`config.mk`:
```
export PLATFORM = sky130hd
export DESIGN_NAME = stream_fifo_flat
export DESIGN_NICKNAME = d
export VERILOG_FILES = /design/src/source/stream_pkg.sv /design/src/source/stream_if.sv /design/src/source/stream_fifo.sv /design/src/flat_wrapper.sv
export SDC_FILE = /design/constraint.sdc
export NUM_CORES = 2
export LEC_CHECK = 0
export BUFFER_PORTS_ARGS = -buffer_cell sky130_fd_sc_hd__buf_2
export CORE_MARGIN = 10
export CORE_UTILIZATION = 56
export DETAILED_ROUTE_END_ITERATION = 16
export PLACE_DENSITY = 0.75
export SLEW_MARGIN = 15
export SYNTH_ARGS = -nofsm -noshare
export SYNTH_HDL_FRONTEND = slang
export SYNTH_SLANG_ARGS = --single-unit
```
`constraint.sdc`:
```
create_clock -name i_bus_clk -period 4.8 [get_ports i_bus_clk]
set_clock_uncertainty 0.2 [all_clocks]
set_input_delay 0.72 -clock i_bus_clk [delete_from_list [all_inputs] [get_ports i_bus_clk]]
set_output_delay 0.72 -clock i_bus_clk [all_outputs]
set_load 0.01 [all_outputs]
```
`src/source/stream_pkg.sv`:
```
////////////////////
// packet stream constants shared by the router and the engines
////////////////////
package stream_pkg;

  localparam int stream_width = 64;
  localparam int num_ports    = 3;

  typedef logic [1:0] port_t;

  // header fields in the first word of a packet
  localparam int addr_width = 16;
  localparam int dst_lsb    = 0;
  localparam int src_lsb    = 16;

endpackage

```
`src/source/stream_if.sv`:
```
////////////////////
// valid/ready packet stream, one beat moves when tvalid and tready are high
////////////////////
`timescale 1ns/1ps

interface stream_if;
  import stream_pkg::*;

  logic [stream_width-1:0] tdata;
  logic                    tlast;
  logic                    tvalid;
  logic                    tready;

  modport src (output tdata, output tlast, output tvalid, input tready);
  modport snk (input tdata, input tlast, input tvalid, output tready);

endinterface

```
`src/source/stream_fifo.sv`:
```
////////////////////
// synchronous packet buffer, circular store of data and tlast
////////////////////
`timescale 1ns/1ps

module stream_fifo #(
  parameter int fifo_depth_log2 = 5
) (
  input  logic  i_bus_clk,
  input  logic  i_bus_rst,
  stream_if.snk in,
  stream_if.src out
);
  import stream_pkg::*;

  localparam int depth = 2 ** fifo_depth_log2;

  logic [stream_width:0]      mem [depth];
  logic [fifo_depth_log2:0]   wr_ptr;
  logic [fifo_depth_log2:0]   rd_ptr;
  logic                       full;
  logic                       empty;

  // extra pointer bit tells full from empty
  assign empty = (wr_ptr == rd_ptr);
  assign full  = (wr_ptr[fifo_depth_log2] != rd_ptr[fifo_depth_log2]) &&
                 (wr_ptr[fifo_depth_log2-1:0] == rd_ptr[fifo_depth_log2-1:0]);

  assign in.tready  = !full;
  assign out.tvalid = !empty;
  assign {out.tlast, out.tdata} = mem[rd_ptr[fifo_depth_log2-1:0]];

  always_ff @(posedge i_bus_clk) begin
    if (in.tvalid && !full) begin
      mem[wr_ptr[fifo_depth_log2-1:0]] <= {in.tlast, in.tdata};
    end
  end

  always_ff @(posedge i_bus_clk) begin
    if (i_bus_rst) begin
      wr_ptr <= '0;
      rd_ptr <= '0;
    end else begin
      if (in.tvalid && !full) wr_ptr <= wr_ptr + 1'b1;
      if (out.tready && !empty) rd_ptr <= rd_ptr + 1'b1;
    end
  end

endmodule

```
`src/flat_wrapper.sv`:
```
// flat-port wrapper written by rule: the top's interface ports become plain ports
module stream_fifo_flat import stream_pkg::*;
#(
  parameter int fifo_depth_log2 = 5
)
  (i_bus_clk, i_bus_rst, in_tdata, in_tlast, in_tvalid, in_tready, out_tdata, out_tlast, out_tvalid, out_tready);
  stream_if in_i ();
  stream_if out_i ();
  input  logic i_bus_clk;
  input  logic i_bus_rst;
  input wire logic [$bits(in_i.tdata)-1:0] in_tdata;
  input wire logic [$bits(in_i.tlast)-1:0] in_tlast;
  input wire logic [$bits(in_i.tvalid)-1:0] in_tvalid;
  output wire logic [$bits(in_i.tready)-1:0] in_tready;
  output wire logic [$bits(out_i.tdata)-1:0] out_tdata;
  output wire logic [$bits(out_i.tlast)-1:0] out_tlast;
  output wire logic [$bits(out_i.tvalid)-1:0] out_tvalid;
  input wire logic [$bits(out_i.tready)-1:0] out_tready;
  assign in_i.tdata = in_tdata;
  assign in_i.tlast = in_tlast;
  assign in_i.tvalid = in_tvalid;
  assign in_tready = in_i.tready;
  assign out_tdata = out_i.tdata;
  assign out_tlast = out_i.tlast;
  assign out_tvalid = out_i.tvalid;
  assign out_i.tready = out_tready;
  stream_fifo #(.fifo_depth_log2(fifo_depth_log2)) u_core (.i_bus_clk(i_bus_clk), .i_bus_rst(i_bus_rst), .in(in_i), .out(out_i));
endmodule
```
Yosys cells after proc, flatten, opt, wreduce, memory -nomap -nowiden

Memory sizes are Yosys's and may differ from the RTL's. A register that Yosys moved wholly into a read port is not among the register bits.
Index checks and enable logic that the tools add are counted.

Bits in registers: 12
Bits in latches: 0
Bits in writable memories: 2080
Bits in read-only memories: 0
Bits of input ports: 69
Output and inout port bits: 67
Word-level logic and storage cells: 17
Memories: 1

Memories:

| memory     | depth | width | read ports | clocked after Yosys merged registers in | wr ports | RTL line          | RTL |
|---|---|---|---|---|---|---|---|
| u_core.mem | 32    | 65    | 1          | 1                                       | 1        | stream_fifo.sv:18 | `logic [stream_width:0] mem [depth];` |

$add $sub $neg: 2
Multiply operators: 0
Div/mod/pow operators: 0
Order comparisons: 0
Eq/ne operators: 3
Shift operators: 0
Mux-type cells: 4
Bitwise logic cells: 0
Reduce and logical (&&, ||, !) cells: 5

Operators by type and width:

| kind                  | number |
|---|---|
| $add A6 B1 Y6 const B | 2 |
| $mux W5               | 2 |
| $eq A6 B6 Y1          | 1 |
| $eq A5 B5 Y1          | 1 |
| $logic_and A1 B1 Y1   | 3 |
| $logic_not A1 Y1      | 2 |
| $mux W1               | 2 |
| $ne A1 B1 Y1          | 1 |

Depth between registers and ports, before layout

Word-level depth: 6
Gate-level depth with buffers: 8
Mapped depth without buffers: 5

Least setup slack after synthesis

Ideal clock, no wire load.

Path type: register -> register
Start: register u_core.wr_ptr[0]
End: memory u_core.mem[29][0] (netlist name) (enable)
Setup time: 0.489 ns
Data arrival time: 4.013 ns
Data required time: 4.111 ns
Setup slack: 0.098 ns
Cell stages (with the launch flop): 6
Buffers on the path: 0
Clock period less this slack: 4.702 ns
Path through: dfxtp_1 > xor2_1 > nor4_4 > a21boi_2 > nand2_1 > nor2_1

Word-level cells in the longest chain between the ends: 6

Ends and longest elaborated chain:

| element                       | RTL line          | RTL |
|---|---|---|
| start: declaration            | stream_fifo.sv:19 | `logic [fifo_depth_log2:0] wr_ptr;` |
| start signal: assignment      | stream_fifo.sv:44 | `if (in.tvalid && !full) wr_ptr <= wr_ptr + 1'b1;` |
| $eq A5 B5 Y1                  | stream_fifo.sv:27 | `(wr_ptr[fifo_depth_log2-1:0] == rd_ptr[fifo_depth_log2-1:0]);` |
| $logic_and A1 B1 Y1           | stream_fifo.sv:26 | `assign full = (wr_ptr[fifo_depth_log2] != rd_ptr[fifo_depth_log2]) &&` |
| $logic_not A1 Y1              | stream_fifo.sv:34 | `if (in.tvalid && !full) begin` |
| $logic_and A1 B1 Y1           | stream_fifo.sv:34 |  |
| $mux W1                       | stream_fifo.sv:34 |  |
| $mux W1 (not written as such) | stream_fifo.sv:35 | `mem[wr_ptr[fifo_depth_log2-1:0]] <= {in.tlast, in.tdata};` |
| end: declaration              | stream_fifo.sv:18 |  |

Parallel ways exist; a longest one is shown, timed or not.

==> impl_metrics.csv <==
group,metric,value,unit
synth,yosysTopAreaCell,"edfxtp_1",
clock_tree,cts.clk_slew.worst_paths,60,ps
clock_tree,h-tree-depth,4,
power_and_ir_drop,clock_power_share,0.400,
synth,synth-seq-cells,2097,
synth,seq_area_frac_synth,0.781,
layout,fillCellCount,9261,
power_and_ir_drop,finalPower,38.1,mW
global_route,grt_pass1_vias,40200,
placement,gp_congestion,0.777,
layout,drive_gt1_frac,0.239,
critical_path,cp_max_fo,87,
floorplan,rows,138,
critical_path,r2r_slack,1190,ps
routing,final_antenna_net_count,0,
global_route,antenna_found_initial,13,
timing,fin_ws,119,ps
clock_tree,clock-sinks,2097,
timing,fin_crit_sh,0.975,
clock_tree,cts_tree,"built",
routing,via_per_inst,6.45,
synth,yosysWarnings,0,
floorplan,fp.coreArea,0.142,mm^2
critical_path,rr_endpoint,"u_core.mem[29][4]",
layout,area_growth_syn_to_layout,12.1,%
clock_tree,cts_root_buf,"clkbuf_16",
routing,avgRoutedWirePerCell,30.2,um
layout,fin_nets,4133,
critical_path,arrival,3760,ps
timing,slew_violations,0,
synth,syn_inst,3797,
routing,drtIter0Drc,4510,
synth,synthTopCellsByCount,"edfxtp_1, mux2i_1, mux4_2",
power_and_ir_drop,worst_ir_drop_vdd,0.389,mV
min_path,min_path_type,"in -> reg",
critical_path,worstSetupStartpointType,"flop",
placement,port_buffers,135,
timing,tns,0,ps
synth,ys_top_cells_by_area,"edfxtp_1, mux4_2, mux2i_1",
layout,fin_cells,6121,
floorplan,boundaryPins,136,
routing,wl,185,mm
floorplan,die_h,399,um
critical_path,r2r_cells,6,
critical_path,end_kind,"output port",
timing,setup_viol,0,
synth,synth_edf_count,2080,
synth,syn_area,0.0804,mm^2
power_and_ir_drop,power_frac_comb,0.068,
floorplan,dieArea,0.159,mm^2
synth,yosysUniqueCellTypes,55,
synth,synth.avg_cell_area,21.2,um^2
clock_tree,numCtsBuffers,199,
outcome,status,"completed",
critical_path,reg2reg_from,"u_core.wr_ptr[2]",
synth,ys.flop_type,"edfxtp_1",
power_and_ir_drop,p_switching,8.18,mW
global_route,overflow,0,
critical_path,cp.required,3880,ps
synth,syn_nets,3871,
synth,async_reset_ff_frac,0,
placement,place_hpwl,98.9,mm
timing,hold_viol_final,0,
routing,first_pass_iters,6,
floorplan,die_w,399,um
critical_path,slowest_delay,640,ps
placement,place_inst,5744,
routing,vias,39500,
timing,worst_pin_slew,1100,ps
critical_path,slowest_stage,"dfxtp_4",
clock_tree,clock_path_buffers,3,
routing,post-route-drc-count,0,
critical_path,crit_type,"reg -> out",
power_and_ir_drop,seqPwrFrac,0.532,
power_and_ir_drop,leakage,27.0,nW
critical_path,crit_chain,"buf_16 > mux4_2 > a2111oi_1 > a21oi_1 > buf_2",
timing,maxSlewHeadroom,0.266,
min_path,min_path_cells,5,
timing,fmax,0.214,GHz
global_route,grt_pass1_wl,270,mm
power_and_ir_drop,p_per_area,423,mW/mm^2
synth,yosysMostFrequentCell,"edfxtp_1",
synth,synth_top_area_share,0.777,
timing,rsz0062_at_grt,"no",
global_route,track_usage,0.231,
floorplan,start_util,0.566,
min_path,min_from,"out_tready",
layout,post-route-util,0.634,
timing,min_period,4680,ps
power_and_ir_drop,sw_frac_of_total,0.215,
flow_run,maxCapViolations,0,
power_and_ir_drop,intPower,30.0,mW
global_route,grt_max_degree,98,
placement,place_worst_setup_slack,592,ps
clock_tree,insertion_delay,850,ps
how the worst max path moves through the flow:
stage,start,endpoint,slack [ps],cells after the start
after detailed placement,flop,out_tdata[40],590,5
after CTS,flop,out_tdata[1],40,6
after global placement,flop,out_tdata[40],620,5
final,flop,out_tdata[40],120,5
after floorplan,u_core.wr_ptr[0],u_core.mem[29][0],100,5
after global routing,flop,out_tdata[58],10,7
power groups by stage:
stage	sequential, mW	combinational (mW)	clock [mW]
2_1_floorplan	20.7	1.81	0
3_3_place_gp	20.7	2.56	0
3_5_place_dp	20.7	2.60	0
4_1_cts	20.3	2.63	15.4
5_1_grt	20.3	2.80	16.2
6_report	20.3	2.58	15.3
metal layers:
metal | share of wire | GRT usage | up-vias
met5 | 0.00047 | 0 | -
met4 | 0.028 | 0.0727 | 16
met3 | 0.098 | 0.0562 | 328
met2 | 0.49 | 0.371 | 2036
met1 | 0.38 | 0.314 | 20600
li1 | - | - | 16500
cell families after synthesis:
family	synth area share
flops	0.781
mux	0.142
compound gates	0.0432
simple gates	0.0145
buf+inv	0.0166
xor+xnor	0.00131
fa+ha+maj	0.000778
cell type report:
class | count | area, um^2 | area share
clock inverter | 108 | 1170 | 0.0130
clock buffer | 263 | 5240 | 0.0582
inverter | 3 | 11.3 | 0.000125
antenna | 2 | 5.00 | 0.0000555
tap | 1890 | 2360 | 0.0262
timing repair buffer | 266 | 1960 | 0.0217
sequential | 2097 | 62800 | 0.697
multi-input combinational | 1492 | 16600 | 0.184
critical path: cells and delay by family, from the launching register on:
kind	cells	cell delay (ps)
AO/OA/AOI/OAI	2	880
buffers and inverters	2	650
flip-flops	1	640
multiplexers	1	600
per-stage QoR:
step | hold slack, ps | instance area, um^2
after floorplan | 342 | 80400
after global placement | 360 | 83600
after detailed placement | 371 | 83600
after CTS | 60.9 | 90100
after global routing | 144 | 90100
final | 115 | 90100
sequential cells by signal, summed over array words and instances (netlist names), named ones only:
register and flops:
u_core.rd_ptr 6, u_core.wr_ptr 6, u_core.mem 2080
placed cells by master, fill, tap and decap left out, types with 4 or more instances in the layout:
| cell | count |
|---|---|
| o22ai_1 | 130 |
| a2111oi_0 | 6 |
| buf_4 | 106 |
| nor2_4 | 37 |
| dfxtp_1 | 13 |
| nand2b_1 | 14 |
| a211oi_1 | 88 |
| clkinv_2 | 30 |
| nand3_1 | 4 |
| nand4_1 | 4 |
| nor2_1 | 30 |
| edfxtp_1 | 2080 |
| o211ai_1 | 51 |
| clkbuf_16 | 200 |
| xor2_1 | 6 |
| clkinv_16 | 8 |
| nor3_1 | 19 |
| a211oi_2 | 31 |
| buf_2 | 135 |
| xnor2_1 | 6 |
| o32ai_1 | 18 |
| or3_1 | 4 |
| clkbuf_1 | 63 |
| o221ai_1 | 40 |
| buf_12 | 20 |
| clkinv_1 | 43 |
| bufinv_16 | 15 |
| nor4_1 | 6 |
| ha_1 | 5 |
| clkinv_8 | 4 |
| a21oi_1 | 14 |
| mux2i_1 | 412 |
| mux4_2 | 258 |
| nand3b_1 | 10 |
| or2_2 | 5 |
| a22oi_1 | 71 |
| mux2_2 | 132 |
| nor2b_1 | 44 |
| nand2_1 | 26 |
what timing repair did:
item	CTS	global route
cloned	0	0
endpoints found under the hold margin	3	0
resized for setup	2	3
setup endpoints to repair	2	4
setup buffers	2	0
hold buffers	1	0
pin swaps	0	0
No activity file was read; power rests on OpenSTA's default activity.
