<file path="src/source/core_regs_pkg.sv">
////////////////////
// global register block constants: settings offsets, readback indices
// and bit positions of the misc control fields
////////////////////
package core_regs_pkg;

  // settings bus offsets
  localparam logic [10:0] sr_core_readback = 11'd0;
  localparam logic [10:0] sr_core_misc     = 11'd4;
  localparam logic [10:0] sr_core_test     = 11'd28;
  localparam logic [10:0] sr_core_xb_local = 11'd32;

  // readback mux indices
  localparam logic [4:0] rb_core_misc   = 5'd1;
  localparam logic [4:0] rb_core_compat = 5'd2;
  localparam logic [4:0] rb_core_pll    = 5'd4;
  localparam logic [4:0] rb_core_test   = 5'd24;

  localparam logic [31:0] compat_word    = 32'hac00_0c00;
  // internal pps source selected out of reset
  localparam logic [31:0] misc_reset     = 32'h0000_0002;
  localparam logic [7:0]  xb_local_reset = 8'd40;
  localparam logic [31:0] rb_default     = 32'hdead_beef;

  // misc register field positions
  localparam int misc_pps_lsb     = 0;
  localparam int misc_mimo_bit    = 2;
  localparam int misc_codec_bit   = 3;
  localparam int misc_tx_band_lsb = 4;
  localparam int misc_rx_a_lsb    = 7;
  localparam int misc_rx_b_lsb    = 13;
  localparam int misc_rx_c_lsb    = 17;
  localparam int misc_width       = 21;

endpackage
</file>
<file path="src/source/core_regs.sv">
////////////////////
// global registers of the bus clock core: misc controls, pll lock
// status and the readback mux for the settings bus
////////////////////
`timescale 1ns/1ps

module core_regs (
  input  logic        i_bus_clk,
  input  logic        i_bus_rst,
  input  logic        i_set_stb,
  input  logic [31:0] i_set_addr,
  input  logic [31:0] i_set_data,
  input  logic [3:0]  i_tcxo_status,
  input  logic [1:0]  i_lock_signals,
  output logic [31:0] o_rb_data,
  output logic [7:0]  o_local_addr,
  output logic [1:0]  o_pps_select,
  output logic        o_mimo,
  output logic        o_codec_arst,
  output logic [2:0]  o_tx_bandsel,
  output logic [5:0]  o_rx_bandsel_a,
  output logic [3:0]  o_rx_bandsel_b,
  output logic [3:0]  o_rx_bandsel_c
);
  import core_regs_pkg::*;

  logic [4:0]            rb_addr;
  logic [31:0]           rb_test;
  logic [misc_width-1:0] misc_out;
  logic [1:0]            lock_meta;
  logic [1:0]            lock_sync;

  // lock inputs come from the codec, two flops before use
  always_ff @(posedge i_bus_clk) begin
    if (i_bus_rst) begin
      lock_meta <= 2'b00;
      lock_sync <= 2'b00;
    end else begin
      lock_meta <= i_lock_signals;
      lock_sync <= lock_meta;
    end
  end

  ////////////////////
  // settings registers
  ////////////////////
  setting_reg #(.my_addr(sr_core_readback), .width(5), .at_reset(5'd0)) u_sr_readback (
    .i_bus_clk(i_bus_clk), .i_bus_rst(i_bus_rst), .i_strobe(i_set_stb),
    .i_addr(i_set_addr), .i_data(i_set_data), .o_value(rb_addr)
  );

  setting_reg #(.my_addr(sr_core_test), .width(32), .at_reset(32'd0)) u_sr_test (
    .i_bus_clk(i_bus_clk), .i_bus_rst(i_bus_rst), .i_strobe(i_set_stb),
    .i_addr(i_set_addr), .i_data(i_set_data), .o_value(rb_test)
  );

  setting_reg #(
    .my_addr(sr_core_misc), .width(misc_width), .at_reset(misc_reset[misc_width-1:0])
  ) u_sr_misc (
    .i_bus_clk(i_bus_clk), .i_bus_rst(i_bus_rst), .i_strobe(i_set_stb),
    .i_addr(i_set_addr), .i_data(i_set_data), .o_value(misc_out)
  );

  setting_reg #(.my_addr(sr_core_xb_local), .width(8), .at_reset(xb_local_reset)) u_sr_xb_local (
    .i_bus_clk(i_bus_clk), .i_bus_rst(i_bus_rst), .i_strobe(i_set_stb),
    .i_addr(i_set_addr), .i_data(i_set_data), .o_value(o_local_addr)
  );

  // misc fields to the board controls
  assign o_pps_select   = misc_out[misc_pps_lsb +: 2];
  assign o_mimo         = misc_out[misc_mimo_bit];
  assign o_codec_arst   = misc_out[misc_codec_bit];
  assign o_tx_bandsel   = misc_out[misc_tx_band_lsb +: 3];
  assign o_rx_bandsel_a = misc_out[misc_rx_a_lsb +: 6];
  assign o_rx_bandsel_b = misc_out[misc_rx_b_lsb +: 4];
  assign o_rx_bandsel_c = misc_out[misc_rx_c_lsb +: 4];

  ////////////////////
  // readback mux
  ////////////////////
  always_comb begin
    case (rb_addr)
      rb_core_test:   o_rb_data = rb_test;
      rb_core_misc:   o_rb_data = {26'd0, i_tcxo_status, o_pps_select};
      rb_core_compat: o_rb_data = compat_word;
      rb_core_pll:    o_rb_data = {30'd0, lock_sync};
      default:        o_rb_data = rb_default;
    endcase
  end

endmodule

</file>
<file path="src/source/setting_reg.sv">
////////////////////
// single settings bus register, loads on a strobe at its own address
////////////////////
`timescale 1ns/1ps

module setting_reg #(
  parameter logic [10:0]      my_addr  = 11'd0,
  parameter int               width    = 32,
  parameter logic [width-1:0] at_reset = '0
) (
  input  logic             i_bus_clk,
  input  logic             i_bus_rst,
  input  logic             i_strobe,
  input  logic [31:0]      i_addr,
  input  logic [31:0]      i_data,
  output logic [width-1:0] o_value
);

  always_ff @(posedge i_bus_clk) begin
    if (i_bus_rst) begin
      o_value <= at_reset;
    end else if (i_strobe && (i_addr == 32'(my_addr))) begin
      o_value <= i_data[width-1:0];
    end
  end

endmodule

</file>
<file path="config.mk">
export PLATFORM = sky130hd
export DESIGN_NAME = core_regs
export DESIGN_NICKNAME = d
export VERILOG_FILES = /design/src/source/core_regs_pkg.sv /design/src/source/core_regs.sv /design/src/source/setting_reg.sv
export SDC_FILE = /design/constraint.sdc
export NUM_CORES = 1
export LEC_CHECK = 0
export ABC_AREA = 1
export ABC_CLOCK_PERIOD_IN_PS = 2660
export BUFFER_PORTS_ARGS = -buffer_cell sky130_fd_sc_hd__buf_2
export CAP_MARGIN = 20
export CORE_UTILIZATION = 52
export CTS_CLUSTER_SIZE = 40
export DETAILED_ROUTE_END_ITERATION = 8
export PLACE_DENSITY = 0.89
export SLEW_MARGIN = 20
export SYNTH_ARGS = -nofsm -noshare
export SYNTH_HDL_FRONTEND = slang
export SYNTH_SLANG_ARGS = --single-unit
</file>
<file path="constraint.sdc">
create_clock -name i_bus_clk -period 2.66 [get_ports i_bus_clk]
set_input_delay 0.798 -clock i_bus_clk [delete_from_list [all_inputs] [get_ports i_bus_clk]]
set_output_delay 0.798 -clock i_bus_clk [all_outputs]
set_load 0.01 [all_outputs]
</file>
Word level (Yosys, flattened, before mapping)
Index checks and enable logic that the tools add are counted.
{"block": "totals", "regBits": 70, "in_bits": 73, "output_inout_bits": 61, "elab_cells": 19}
{"block": "classes", "n_eq_ne": 7, "n_mux": 1, "n_reduce_logical": 5}
{"operator": "$pmux 32 s4", "n": 1}
{"operator": "$eq 32x3->1 const B", "n": 1}
{"operator": "$eq 32x5->1 const B", "n": 1}
{"operator": "$eq 32x6->1 const B", "n": 1}
{"operator": "$logic_not 32->1", "n": 1}
{"operator": "$eq 5x1->1 const B", "n": 1}
{"operator": "$eq 5x2->1 const B", "n": 1}
{"operator": "$eq 5x3->1 const B", "n": 1}
{"operator": "$eq 5x5->1 const B", "n": 1}
{"operator": "$logic_and 1x1->1", "n": 4}

Depth between registers and ports, before layout
{"block": "depth", "word_depth": 2, "ltp_mapped": 10, "ltp_nobuf": 9}

Cells and area by module
Synthesis repeated with hierarchy kept, for this count alone.
{"block": "unflattened", "cells_unflattened": 766, "hier_area_um2": 4466.8}
{"module": "setting_reg (u_sr_test)", "n_inst": 1, "cells_per_inst": 261, "area_each_um2": 1630.3, "seq_area_each_um2": 640.6}
{"module": "setting_reg (u_sr_misc)", "n_inst": 1, "cells_per_inst": 189, "area_each_um2": 1128.6, "seq_area_each_um2": 420.4}
{"module": "core_regs", "n_inst": 1, "cells_per_inst": 133, "area_each_um2": 728.2, "seq_area_each_um2": 80.1}
{"module": "setting_reg (u_sr_xb_local)", "n_inst": 1, "cells_per_inst": 95, "area_each_um2": 544.3, "seq_area_each_um2": 160.2}
{"module": "setting_reg (u_sr_readback)", "n_inst": 1, "cells_per_inst": 88, "area_each_um2": 435.4, "seq_area_each_um2": 100.1}

Least setup slack after synthesis
OpenSTA, ideal clock, no wires.
{"block": "synth_path", "path_kind": "register to output", "startpoint": "register u_sr_readback.o_value[0]", "endpoint": "output o_rb_data[12]", "arrival_time_ns": 1.202, "t_required_ns": 1.862, "slack_ns": 0.660, "stages_incl_launch_ff": 6, "path_buffers": 1, "path_cell_list": "dfxtp_1 > nor2_1 > nand4_1 > nand4_1 > buf_2 > o21ai_0"}
{"block": "synth_via", "elab_chain_len": 2, "elab_cells_between_ends": 5, "cone_classes": "4 x eq/ne; 1 x mux"}
{"item": "from (decl)", "line": "setting_reg.sv:16", "rtl": "output logic [width-1:0] o_value"}
{"item": "from (signal assigned)", "line": "setting_reg.sv:21", "rtl": "o_value <= at_reset;"}
{"item": "from (signal assigned)", "line": "setting_reg.sv:23", "rtl": "o_value <= i_data[width-1:0];"}
{"item": "$eq 5x3->1, or another cell as far along", "line": "core_regs.sv:82", "rtl": "case (rb_addr)"}
{"item": "$pmux 32 s4 (*)", "line": "core_regs.sv:82"}
{"item": "to (decl)", "line": "core_regs.sv:15", "rtl": "output logic [31:0] o_rb_data,"}
Mark *: on every way between the ends. The rest lies on a longest branch, timed or not.

Final worst setup path
{"block": "layout_path", "startpoint": "register u_sr_readback.o_value[2]", "endpoint": "output o_rb_data[10]"}
Same word-level chain as after synthesis.

==> impl_metrics.toml <==
[drt]
num_vias = 3581
antenna_left = 0
drt-vias-per-instance = 4.89
remaining_drc_errors = 0
post_drt_wl_per_cell_um = 11.6
first_pass_iters = 5
totalWireLength_mm = 8.48
drt_iter0_markers = 205

[power]
leakage_nw = 2.22
ir_worst_vdd_uv = 320
power.density_nw_per_um2 = 451

[clocking]
clock_latency_ns = 0.33
cts_tree = "done"
clk_pin_slew_worst_paths_ns = 0.07
htreeDepth = 3
clkSinkCount = 70
cts_root_buf = "clkbuf_8"
cts-buffers-inserted = 9
cts_hold_buf = 0
cts_buffer_depth = 2

[sta]
fin_crit_ns = 2.49
finClkSkew_ns = 0.000395
relSlewSlack = 0.594
final-hold-violation-count = 0
slew_violations = 0
setup-tns-final_ns = 0
holdWs_ns = 0.401
tightest_slew_ns = 0.608
setup_viol = 0
fmax_mhz = 402
post-route-period-util = 0.935
rsz0062_at_grt = "no"

[placement]
post_dp_cell_area_um2 = 4060
placedCellCount = 718
gp_congestion = 0.798
portBuffers = 133
hpwl_mm = 6.14

[final_layout]
n_antenna_cell = 0
area_growth_pct = 25.2
stdcell_area_um2 = 4230
fin_cells = 732
drive_gt1_frac = 0.253
utilization = 0.670
fillers = 574
final_nets = 726

[yosys]
synth_edf_count = 0
synth_area_um2 = 3380
synth_common_cells = "nor2_1 (130), nand2_1 (119), dfxtp_1 (70), inv_1 (70), nand3_1 (31)"
synth_flop_cell = "dfxtp_1"
ys_warn_count = 0
synth-seq-area-share = 0.414
synthDominantAreaCellType = "dfxtp_1"
synth_most_common_cell = "nor2_1"
ys_seq_elements = 70
postSynthCellCount = 529
syn_nets = 602
syn_avg_cell_area_um2 = 6.39
yosysUniqueCellTypes = 24
synth_area_leaders = "dfxtp_1 (41%), nor2_1 (14%), nand2_1 (13%)"
ys_async_sr_fraction = 0
netlist.area_leader.share = 0.414

[setup_path]
rrSetupSlack_ns = 1.97
critPathCaptureType = "output pin"
critPathBufInv = 3
start_kind = "flop"
reg2regPathDepth = 3
r2r_start = "u_sr_xb_local.o_value[4]"
cp_num_cells = 7
crit_chain = "inv_1 > nor2_1 > nand3_1 > nand4_1 > buf_4 > o211ai_1 > buf_2"
endpoint = "o_rb_data[10]"
timing_worst_setup_path_type = "flop to output pin"
timing.rr.end = "u_sr_xb_local.o_value[4]"
worstPathRequired_ns = 1.86
path_max_fanout = 16
critPathLaunch = "u_sr_readback.o_value[2]"
critPathTopFamily = "buffers and inverters"
slowest_delay_ns = 0.38
cp.arrival_ns = 1.69
crit_slowest_cell = "dfxtp_1"

[global_route]
antenna_found_initial = 0
grt_overflow_total = 0
track_usage = 0.257
grt_first_pass_wirelength_mm = 13.2
grt_start_max_net_pins = 65
grt_pass1_vias = 3145

[run]
max_cap_violations = 0

[die]
die_area_um2 = 6830
ios = 134
die_h_um = 82.6
die_w_um = 82.6
core-area_um2 = 6310
rows = 29
initial_core_util = 0.536

[outcome]
status = "completed"

[worst_hold_path]
hold_path.class = "flop to flop"
-- placed cells by master, fill, tap and decap left out, types with 8 or more instances in the layout --
cell / n
buf_2: 133
inv_1: 69
o211ai_1: 8
dfxtp_1: 70
buf_4: 9
a21oi_1: 26
nand2_1: 119
o21ai_0: 18
nand3_1: 31
clkbuf_8: 11
nor2_1: 129
-- how the worst min path moves through the flow --
stage / from / to / slack (ns) / cells after the start
final: lock_meta[1] / lock_sync[1] / 0.40 / 2
after global routing: lock_meta[0] / lock_sync[0] / 0.42 / 2
after CTS: lock_meta[1] / lock_sync[1] / 0.40 / 2
after detailed placement: lock_meta[1] / lock_sync[1] / 0.39 / 2
after global placement: lock_meta[0] / lock_sync[0] / 0.39 / 2
after floorplan: lock_meta[0] / lock_sync[0] / 0.39 / 2
-- stage by stage --
step	power (W)	worst slack, ns
floorplan	0.00112	0.660
global placement	0.00119	0.381
detailed placement	0.00120	0.287
CTS	0.00192	0.171
global route	0.00199	0.0463
finish	0.00191	0.173
-- report_power, final --
part,switching [W],internal (W),total [W],leakage [nW]
registers,0.000000731,0.00105,0.00105,0.564
logic,0.0000676,0.0000545,0.000122,1.56
clock network,0.000366,0.000370,0.000737,0.0869
-- logic make-up (layout without fill, tap and decap cells) --
group	Yosys count	after routing	synth area share
AOI/OAI and AO/OA	60	60	0.101
DFF	70	70	0.414
buffers and inverters	100	226	0.126
and+or+nand+nor	299	299	0.359
-- cell type report --
cell class	count	area [um2]	share of cell area
Clock buffer	11	151	0.0358
Clock inverter	2	10.0	0.00236
Inverter	70	263	0.0621
Multi-Input combinational cell	359	1560	0.368
Sequential cell	70	1400	0.331
Tap cell	77	96.3	0.0228
Timing Repair Buffer	143	753	0.178
-- metal layers --
| layer | track usage | vias up | wire length, um |
|---|---|---|---|
| li1 | - | 1863 | - |
| met1 | 0.300 | 1579 | 3750 |
| met2 | 0.426 | 120 | 3990 |
| met3 | 0.0615 | 19 | 550 |
| met4 | 0.152 | 0 | 201 |
| met5 | 0 | - | 0 |
-- tightest hold or removal path, delay by kind of cell (launching register included) --
family / cells / cell delay [ns]
AND/OR/NAND/NOR: 1 / 0.03
flip-flops: 1 / 0.30
buffers and inverters: 1 / 0.04
-- registers in the layout, summed over array words and instances, names as in the netlist --
signal,count
u_sr_misc.o_value,21
lock_meta,2
lock_sync,2
u_sr_test.o_value,32
u_sr_xb_local.o_value,8
u_sr_readback.o_value,5
-- timing repair --
item                                   4_1_cts  5_1_grt
resized for setup                            0        1
setup endpoints to repair                   12        3
endpoints found under the hold margin        0        0
buffers inserted                             1        0
pin swaps                                    1        0
Power figures use the tool's default switching activity.
