### src/source/stream_pkg.sv
////////////////////
// packet stream constants shared by the router and the engines
////////////////////
package stream_pkg;

  localparam int stream_width = 64;
  localparam int num_ports    = 3;

  typedef logic [1:0] port_t;

  // header fields in the first word of a packet
  localparam int addr_width = 16;
  localparam int dst_lsb    = 0;
  localparam int src_lsb    = 16;

endpackage

### src/source/stream_if.sv
////////////////////
// valid/ready packet stream, one beat moves when tvalid and tready are high
////////////////////
`timescale 1ns/1ps

interface stream_if;
  import stream_pkg::*;

  logic [stream_width-1:0] tdata;
  logic                    tlast;
  logic                    tvalid;
  logic                    tready;

  modport src (output tdata, output tlast, output tvalid, input tready);
  modport snk (input tdata, input tlast, input tvalid, output tready);

endinterface

### src/source/loopback_engine.sv
////////////////////
// stand-in compute engine, sends every packet back to its source
////////////////////
`timescale 1ns/1ps

module loopback_engine (
  input  logic  i_bus_clk,
  input  logic  i_bus_rst,
  stream_if.snk in,
  stream_if.src out
);
  import stream_pkg::*;

  logic                    first;
  logic [stream_width-1:0] swapped;

  // header word with source and destination exchanged
  always_comb begin
    swapped = in.tdata;
    swapped[dst_lsb +: addr_width] = in.tdata[src_lsb +: addr_width];
    swapped[src_lsb +: addr_width] = in.tdata[dst_lsb +: addr_width];
  end

  always_ff @(posedge i_bus_clk) begin
    if (i_bus_rst) begin
      first <= 1'b1;
    end else if (in.tvalid && out.tready) begin
      first <= in.tlast;
    end
  end

  assign out.tdata  = first ? swapped : in.tdata;
  assign out.tlast  = in.tlast;
  assign out.tvalid = in.tvalid;
  assign in.tready  = out.tready;

endmodule

### src/flat_wrapper.sv
// flat-port wrapper written by rule: the top's interface ports become plain ports
module loopback_engine_flat import stream_pkg::*;
  (i_bus_clk, i_bus_rst, in_tdata, in_tlast, in_tvalid, in_tready, out_tdata, out_tlast, out_tvalid, out_tready);
  stream_if in_i ();
  stream_if out_i ();
  input  logic i_bus_clk;
  input  logic i_bus_rst;
  input wire logic [$bits(in_i.tdata)-1:0] in_tdata;
  input wire logic [$bits(in_i.tlast)-1:0] in_tlast;
  input wire logic [$bits(in_i.tvalid)-1:0] in_tvalid;
  output wire logic [$bits(in_i.tready)-1:0] in_tready;
  output wire logic [$bits(out_i.tdata)-1:0] out_tdata;
  output wire logic [$bits(out_i.tlast)-1:0] out_tlast;
  output wire logic [$bits(out_i.tvalid)-1:0] out_tvalid;
  input wire logic [$bits(out_i.tready)-1:0] out_tready;
  assign in_i.tdata = in_tdata;
  assign in_i.tlast = in_tlast;
  assign in_i.tvalid = in_tvalid;
  assign in_tready = in_i.tready;
  assign out_tdata = out_i.tdata;
  assign out_tlast = out_i.tlast;
  assign out_tvalid = out_i.tvalid;
  assign out_i.tready = out_tready;
  loopback_engine u_core (.i_bus_clk(i_bus_clk), .i_bus_rst(i_bus_rst), .in(in_i), .out(out_i));
endmodule
### config.mk
export PLATFORM = sky130hd
export DESIGN_NAME = loopback_engine_flat
export DESIGN_NICKNAME = d
export VERILOG_FILES = /design/src/source/stream_pkg.sv /design/src/source/stream_if.sv /design/src/source/loopback_engine.sv /design/src/flat_wrapper.sv
export SDC_FILE = /design/constraint.sdc
export NUM_CORES = 1
export LEC_CHECK = 0
export BUFFER_PORTS_ARGS = -buffer_cell sky130_fd_sc_hd__buf_2
export CORE_ASPECT_RATIO = 0.75
export CORE_MARGIN = 2
export CORE_UTILIZATION = 29
export DETAILED_ROUTE_END_ITERATION = 7
export PLACE_DENSITY_LB_ADDON = 0.25
export SLEW_MARGIN = 25
export SYNTH_ARGS = -nofsm -noshare
export SYNTH_HDL_FRONTEND = slang
export SYNTH_SLANG_ARGS = --single-unit
### constraint.sdc
create_clock -name i_bus_clk -period 1.2 [get_ports i_bus_clk]
set_input_delay 0.12 -clock i_bus_clk [delete_from_list [all_inputs] [get_ports i_bus_clk]]
set_output_delay 0.12 -clock i_bus_clk [all_outputs]
set_load 0.03 [all_outputs]
# Word level (Yosys, flattened, before mapping)
# Index checks and enable logic that the tools add are counted.
# classes
n_mux,1
reduce_logical,1
# op_table
operator,count
32-bit 2-to-1 mux,1
1-bit logical AND,1
# totals
regBits,1
in_bits,69
out_inout_bits,67
elab_cells,3

# Logic depth before layout (Yosys ltp)
# Gate-level depths: netlist (run 1).
# logic_depth
word_depth,1
depth_mapped,3
depth_no_buf,2

# Worst setup path before layout (run 1)
# No wires, ideal clock.
# synth_path
kind,flip-flop to output port
from,register u_core.first
to,output out_tdata[0]
arrival_time_ps,925
t_required_ps,1080
path_slack_ps,155
path_stages_with_launch,4
n_path_buf,2
path_cell_list,dfxtp_1 > buf_6 > buf_12 > mux2_4
# synth_via
elab_chain_cells,1
# synth_rtl
item,line_no,source
from (decl),loopback_engine.sv:14,logic first;
from (signal assigned),loopback_engine.sv:28,first <= in.tlast;
32-bit 2-to-1 mux,loopback_engine.sv:32,assign out.tdata = first ? swapped : in.tdata;
to (decl),flat_wrapper.sv:12,output wire logic [$bits(out_i.tdata)-1:0] out_tdata;
# Every way passes these cells.

# Final worst setup path (run 1)
# layout_path
from,register u_core.first
to,output out_tdata[19]
# Same word-level chain as after synthesis.

==> results of run 1 <==
==> per-stage QoR <==
| stage | TNS (ns) | setup WS, ns |
|---|---|---|
| 6_report | 0 | 0.0310 |
| 5_1_grt | -0.00550 | -0.00399 |
| 4_1_cts | 0 | 0.0229 |
| 3_5_place_dp | 0 | 0.0235 |
| 3_3_place_gp | 0 | 0.0427 |
| 2_1_floorplan | 0 | 0.155 |
==> logic make-up (layout without fill, tap and decap cells) <==
group	Yosys count	count (layout)
mux	32	32
buf+inv	39	73
flops	1	1
compound gates	2	2
==> synthesized netlist by cell type, drive strengths merged <==
cell type  number
dfxtp           1
a21boi          1
a311o           1
mux2           32
buf            39
==> report_power, final <==
group	internal, mW	switching (mW)	total, mW
sequential	0.0367	0.00235	0.0391
combinational	0.256	0.318	0.574
clock	0	0	0
total	0.293	0.320	0.613
==> cells in the final DEF, fill, tap and decap left out <==
cell and instances:
mux2_2 2, dfxtp_2 1, buf_2 71, buf_12 1, a21boi_0 1, mux2_4 30, buf_4 1, a311o_1 1
==> per-layer routing <==
layer	global-route usage [%]	part of all wire, %	up-vias
met1	6.40	31	283
met2	15.8	49	62
li1	-	-	288
met4	1.02	0.76	0
met3	3.14	19	6
met5	0	0	-
==> worst max-delay path by stage <==
stage | from | to | slack, ns | cells after the start
after floorplan | u_core.first | out_tdata[0] | 0.16 | 3
after global placement | u_core.first | out_tdata[21] | 0.04 | 3
after CTS | u_core.first | out_tdata[19] | 0.02 | 3
final | u_core.first | out_tdata[19] | 0.03 | 3
after global routing | u_core.first | out_tdata[9] | -0.004 | 3
after detailed placement | u_core.first | out_tdata[19] | 0.02 | 3
==> what timing repair did <==
action | in CTS | in global routing
resized for setup | 0 | 0
buffers inserted | 0 | 0
endpoints found under the setup margin | 0 | 2
==> critical path: stages, from the launching register on <==
cell and delay, ns:
dfxtp_2 0.33, buf_12 0.21, mux2_4 0.32, buf_2 0.18
==> area by class of cell <==
class / instances / area [sq um]
well taps: 36 / 45.0
fillers: 282 / 1740
flip-flops and latches: 1 / 21.3
repair buffers: 73 / 383
multi-input cells: 34 / 490
==> results.txt, run 1 <==
The final critical path takes up 97.4% of the cycle. More flip-flops sit in one register than any other, and that register is u_core.first. After Yosys synthesis, and, or, nand and nor cells account for 0% of the synthesized area.

The startpoint identified for the worst register-to-register timing path is u_core.first. Summing the areas of all compound-gate instances in the mapped netlist gives 2.07% of the synthesized area. The finished layout holds 144 standard cells, fillers aside. The first global-routing pass estimated 2130 um of wire. From synthesis to final layout, the design area changed by 11.3%. The logs give 209 uV for the worst vdd rail ir drop and 179 for the number of nets in the finished design. The area share of the largest cell type after synthesis was 53.3%.

The element type at the critical path start was a register. The smallest clock period supported by the final layout is computed as 1.17 ns. The worst hold path was traced through 0 stages. The type of element capturing the critical path was an output pin.

In the synthesized netlist, the number of instances is 74. The transition time of the tightest slew-check pin came out at 0.188 ns. Routability-driven placement finished with a final weighted congestion of 0.637. Setup repair after global routing could not meet its margin everywhere. The share of the Yosys chip area taken by registers is 2.37%.

The static leakage power was 0.590 nW; the iteration-0 DRC count of the detailed router was 5. For the setup slack on the worst flop-to-flop path, the log shows 0.21 ns. The run gives 35.0% as the utilization after layout. Total global routing overflow: 0.

In this run the critical register-to-register path is captured at u_core.first. The average wire length per cell after detail routing works out to 11.0 um. The number of global-route vias before repair is 532. Summing internal, switching and leakage power gives 0.613 mW. The floorplan die area is 3360 sq um. Across all hold checks on the routed design, the worst slack comes to 0.240 ns. Number of antenna violations at the first check in global routing: 0. The core region is 2680 sq um.

The critical path in this run is classified as register to output pin. The flip-flop and latch count after synthesis was 1; the summed instance area of the synthesized netlist was 845 sq um. 0 antenna diodes ended up in the layout. For the max-capacitance violation count, the log shows 0.

The number of iterations in the first detailed-routing pass is 4, and the maximum achievable frequency is 0.855 GHz. The count of endpoints failing setup in the final report is 0. The power density of the placed cells is 652 nW/um^2, and the insertion delay to the later sink of the worst-skew pair is 0 ns. Critical path required time: 1.08 ns. In the synthesized netlist, mux cells make up 56.0% of the area. After routing the design area is 940 sq um. The number of flip-flops in the largest register is 1, and the die span in x is 66.3 um. The floorplan row count is 16, and the initial core utilization is 31.5%. Between clock sinks in the finished design, the worst skew comes to 0 ns. When the netlist entered floorplanning its net count stood at 143. The adder and majority gate portion of the synthesized area was 0%; the post-placement cell count was 144. For the worst flop-to-flop path, the logic depth is 3. In the final layout, the registers with the most flip-flops are u_core.first x1. A synthesized cell averages 11.4 sq um. After clock tree synthesis, the flow added hold-fix buffers numbering 0.

STA puts the critical path data arrival time at 1.05 ns. The run gives 0 as the max-slew violation total from the final report. After synthesis, the cell types taking the most area are mux2_4 (53%), buf_4 (31%), buf_12 (7.1%), mux2_2 (2.7%), dfxtp_1 (2.4%). After synthesis, the largest family of logic cells by area is multiplexers.

Clock-pin slew was measured on the worst setup and hold paths at 0 ns. The number of port buffers came out at 71. Summed over all layers, the routed wires come to 1590 um.

136 I/O pins were placed. Pin count of the biggest net entering global routing: 27. The min-delay analysis places its worst path in the category input pin to output pin.

Yosys printed 0 warnings. Measured along the y axis, the die boundary spans 50.7 um. The source of the worst hold timing path was in_tdata[32].

Via count of the routed design: 639. The count of endpoints failing hold in the final timing report was 0; the residual antenna-violating net count after detailed routing was 0. The worst hold path terminates at out_tdata[32]. The share of layout cells above drive strength 1 was 98.1%. The run finished with clean final reports. The xor and xnor area share after synthesis came out at 0%. For this run, design rule violations remaining after detail routing come to 0. Dividing the detail-routed via count by the number of cells gives 4.44. Global routing consumed, over all layers together, 7.46% of the routing resources. Once placement finished, the instance area stood at 940 sq um.

In this run the tightest slew margin relative to its limit is 87.5%. The synthesized netlist contains 8 unique library cells. Along the worst path, the maximum fanout reaches 26. mux2_4 takes more of the synthesized area than any other cell.
No activity file was read; power rests on OpenSTA's default activity.
==> run 2: changes to the inputs <==
==> constraint.sdc (replaced) <==
create_clock -name i_bus_clk -period 1.25 [get_ports i_bus_clk]
set_input_delay 0.125 -clock i_bus_clk [delete_from_list [all_inputs] [get_ports i_bus_clk]]
set_output_delay 0.125 -clock i_bus_clk [all_outputs]
set_load 0.03 [all_outputs]
==> run 2 against run 1 <==
  * Global-route usage unchanged
  * Critical endpoint unchanged
  * Utilization unchanged
  * Clock skew unchanged
  * Die area unchanged
  * Wire length unchanged
  * Critical path type unchanged
  * Cell area unchanged
  * Worst setup slack better by 0.045 ns
==> results.txt, run 2 (synthesis results as in run 1) <==
The flow ran to the end, and the final reports show no timing, DRC or antenna violations. The repair_antennas step left the layout with diodes totalling 0. The tools report the footprint of the multi-input gates as 490 sq um. The tools report the element type at the critical path start as a register.

For this run, design rule violations remaining after detail routing come to 0. The floorplan has 16 rows. The worst hold path begins at in_tdata[32]. The transition time of the tightest slew-check pin was 0.188 ns; the number of I/O pins was 136. The post-CTS setup buffer count is 0, and the utilization after layout is 35.0%.

The count of endpoints failing hold in the final timing report is 0, and the area of the core region is 2680 sq um. Across the routed clock network, the largest skew measured is 0 ns. Leaving out fill and tap cells, the most frequent cells in the layout are buf_2 (71), mux2_4 (30), mux2_2 (2). The number of gates resized after CTS was 0. The tools report the critical path required time as 1.12 ns. The critical path starts at u_core.first. The last weighted congestion value of the routability-driven placer was 0.637; the count of endpoints failing setup in the final report was 0.

The signed area change from the synthesized netlist to the final layout works out to 11.3%. The net count of the finished layout is 179. u_core.first holds more flip-flops than any other register.

The residual antenna-violating net count after detailed routing is 0. In the global route stage, overall resource usage came out at 7.46%. Measured against its own limit, the worst slew margin works out to 87.5%. The tools report the static leakage power as 0.590 nW.

Setup repair after global routing left no endpoint under its margin. In this run the worst path has a maximum fanout of 26. The max-slew violation total from the final report came out at 0. Setup total negative slack on the finished layout was measured at 0 ns.

Summed over all layers, the global routing overflow is 0. In the final layout, the registers with the most flip-flops are u_core.first x1. The worst path arrival time is 1.05 ns, and the share of layout cells above drive strength 1 is 98.1%.

The power density of the placed cells was 626 nW/um^2. Leaving out fill and tap cells, the most frequent cell in the layout is buf_2. The first-pass GRT wire length was 2130 um. The die span in y was 50.7 um; the period utilization was 93.9%.

The number of flip-flops in the largest register works out to 1. The sequential cells in the finished layout cover a total of 21.3 sq um. The setup path with the least slack is of type register to output pin. The type of element capturing the critical path is an output pin. For this configuration, the core starts out at a cell density of 31.5%. Entering global routing, the biggest net connects 27 pins. The tools report the post-detailed-routing wire length as 1590 um.

The number of port buffers is 71. Hold repair after CTS inserted 0 buffers. The die covers 3360 sq um.

VDD sags by at most 201 uV. For the worst-skew pair, the clock arrives at the later sink with an insertion delay of 0 ns. The first TritonRoute pass finished after 4 iterations.

The number of fill cells in the layout was 282; the via count of the routed design was 639. The average wire length per cell after detail routing is 11.0 um. Die span in x: 66.3 um. Clock-pin slew was measured on the worst setup and hold paths at 0 ns. The smallest clock period supported by the final layout is computed as 1.17 ns. The tools report the tightest hold margin as 0.250 ns. Max-cap violations in this run came to 0. The tools report the number of global-route vias before repair as 532. For this run, the top clock speed supported by timing is 0.852 GHz. The via density per instance is 4.44. Number of antenna violations at the first check in global routing: 0.

In this run the worst hold path is classified as input pin to output pin. The worst register-to-register path begins at u_core.first. The iteration-0 DRC count of the detailed router is 5.
## run 2: cell counts in the layout (fill, tap and decap cells not counted)
No cell type changed its count.
## run 2: metrics by stage
stage               instance area, sq um  setup WS, ns  cells  power, mW
floorplan                            845         0.200     74      0.653
global placement                     940        0.0877    144      0.587
finish                               940        0.0760    144      0.589
global route                         940        0.0410    144      0.619
detailed placement                   940        0.0685    144      0.594
CTS                                  940        0.0679    144      0.595
## run 2: worst max-delay path, stage by stage (launching register included)
cell	delay (ns)
dfxtp_2	0.33
buf_12	0.21
mux2_4	0.32
buf_2	0.18
## run 2: area by class of cell
class	count	share of cell area, %
Multi-Input combinational cell	34	52.2
Timing Repair Buffer	73	40.7
Tap cell	36	4.79
Sequential cell	1	2.26
## run 2: final timing paths
kind,endpoint,slack [ns],cells past startpoint
setup / recovery,out_tdata[19],0.08,3
setup reg to reg,u_core.first,0.26,3
hold / removal,out_tdata[32],0.25,0
hold reg to reg,u_core.first,0.83,3
## run 2: per-layer routing
| metal | global-route usage (%) | vias to the layer above | wire (um) |
|---|---|---|---|
| met3 | 3.14 | 6 | 309 |
| met4 | 1.02 | 0 | 12 |
| li1 | - | 288 | - |
| met5 | 0 | - | 0 |
| met2 | 15.8 | 62 | 771 |
| met1 | 6.40 | 283 | 493 |
## run 2: power by group
group	switching [mW]	total [mW]	internal [mW]
Combinational	0.305	0.551	0.246
Clock	0	0	0
Sequential	0.00225	0.0375	0.0353
Total	0.307	0.589	0.281
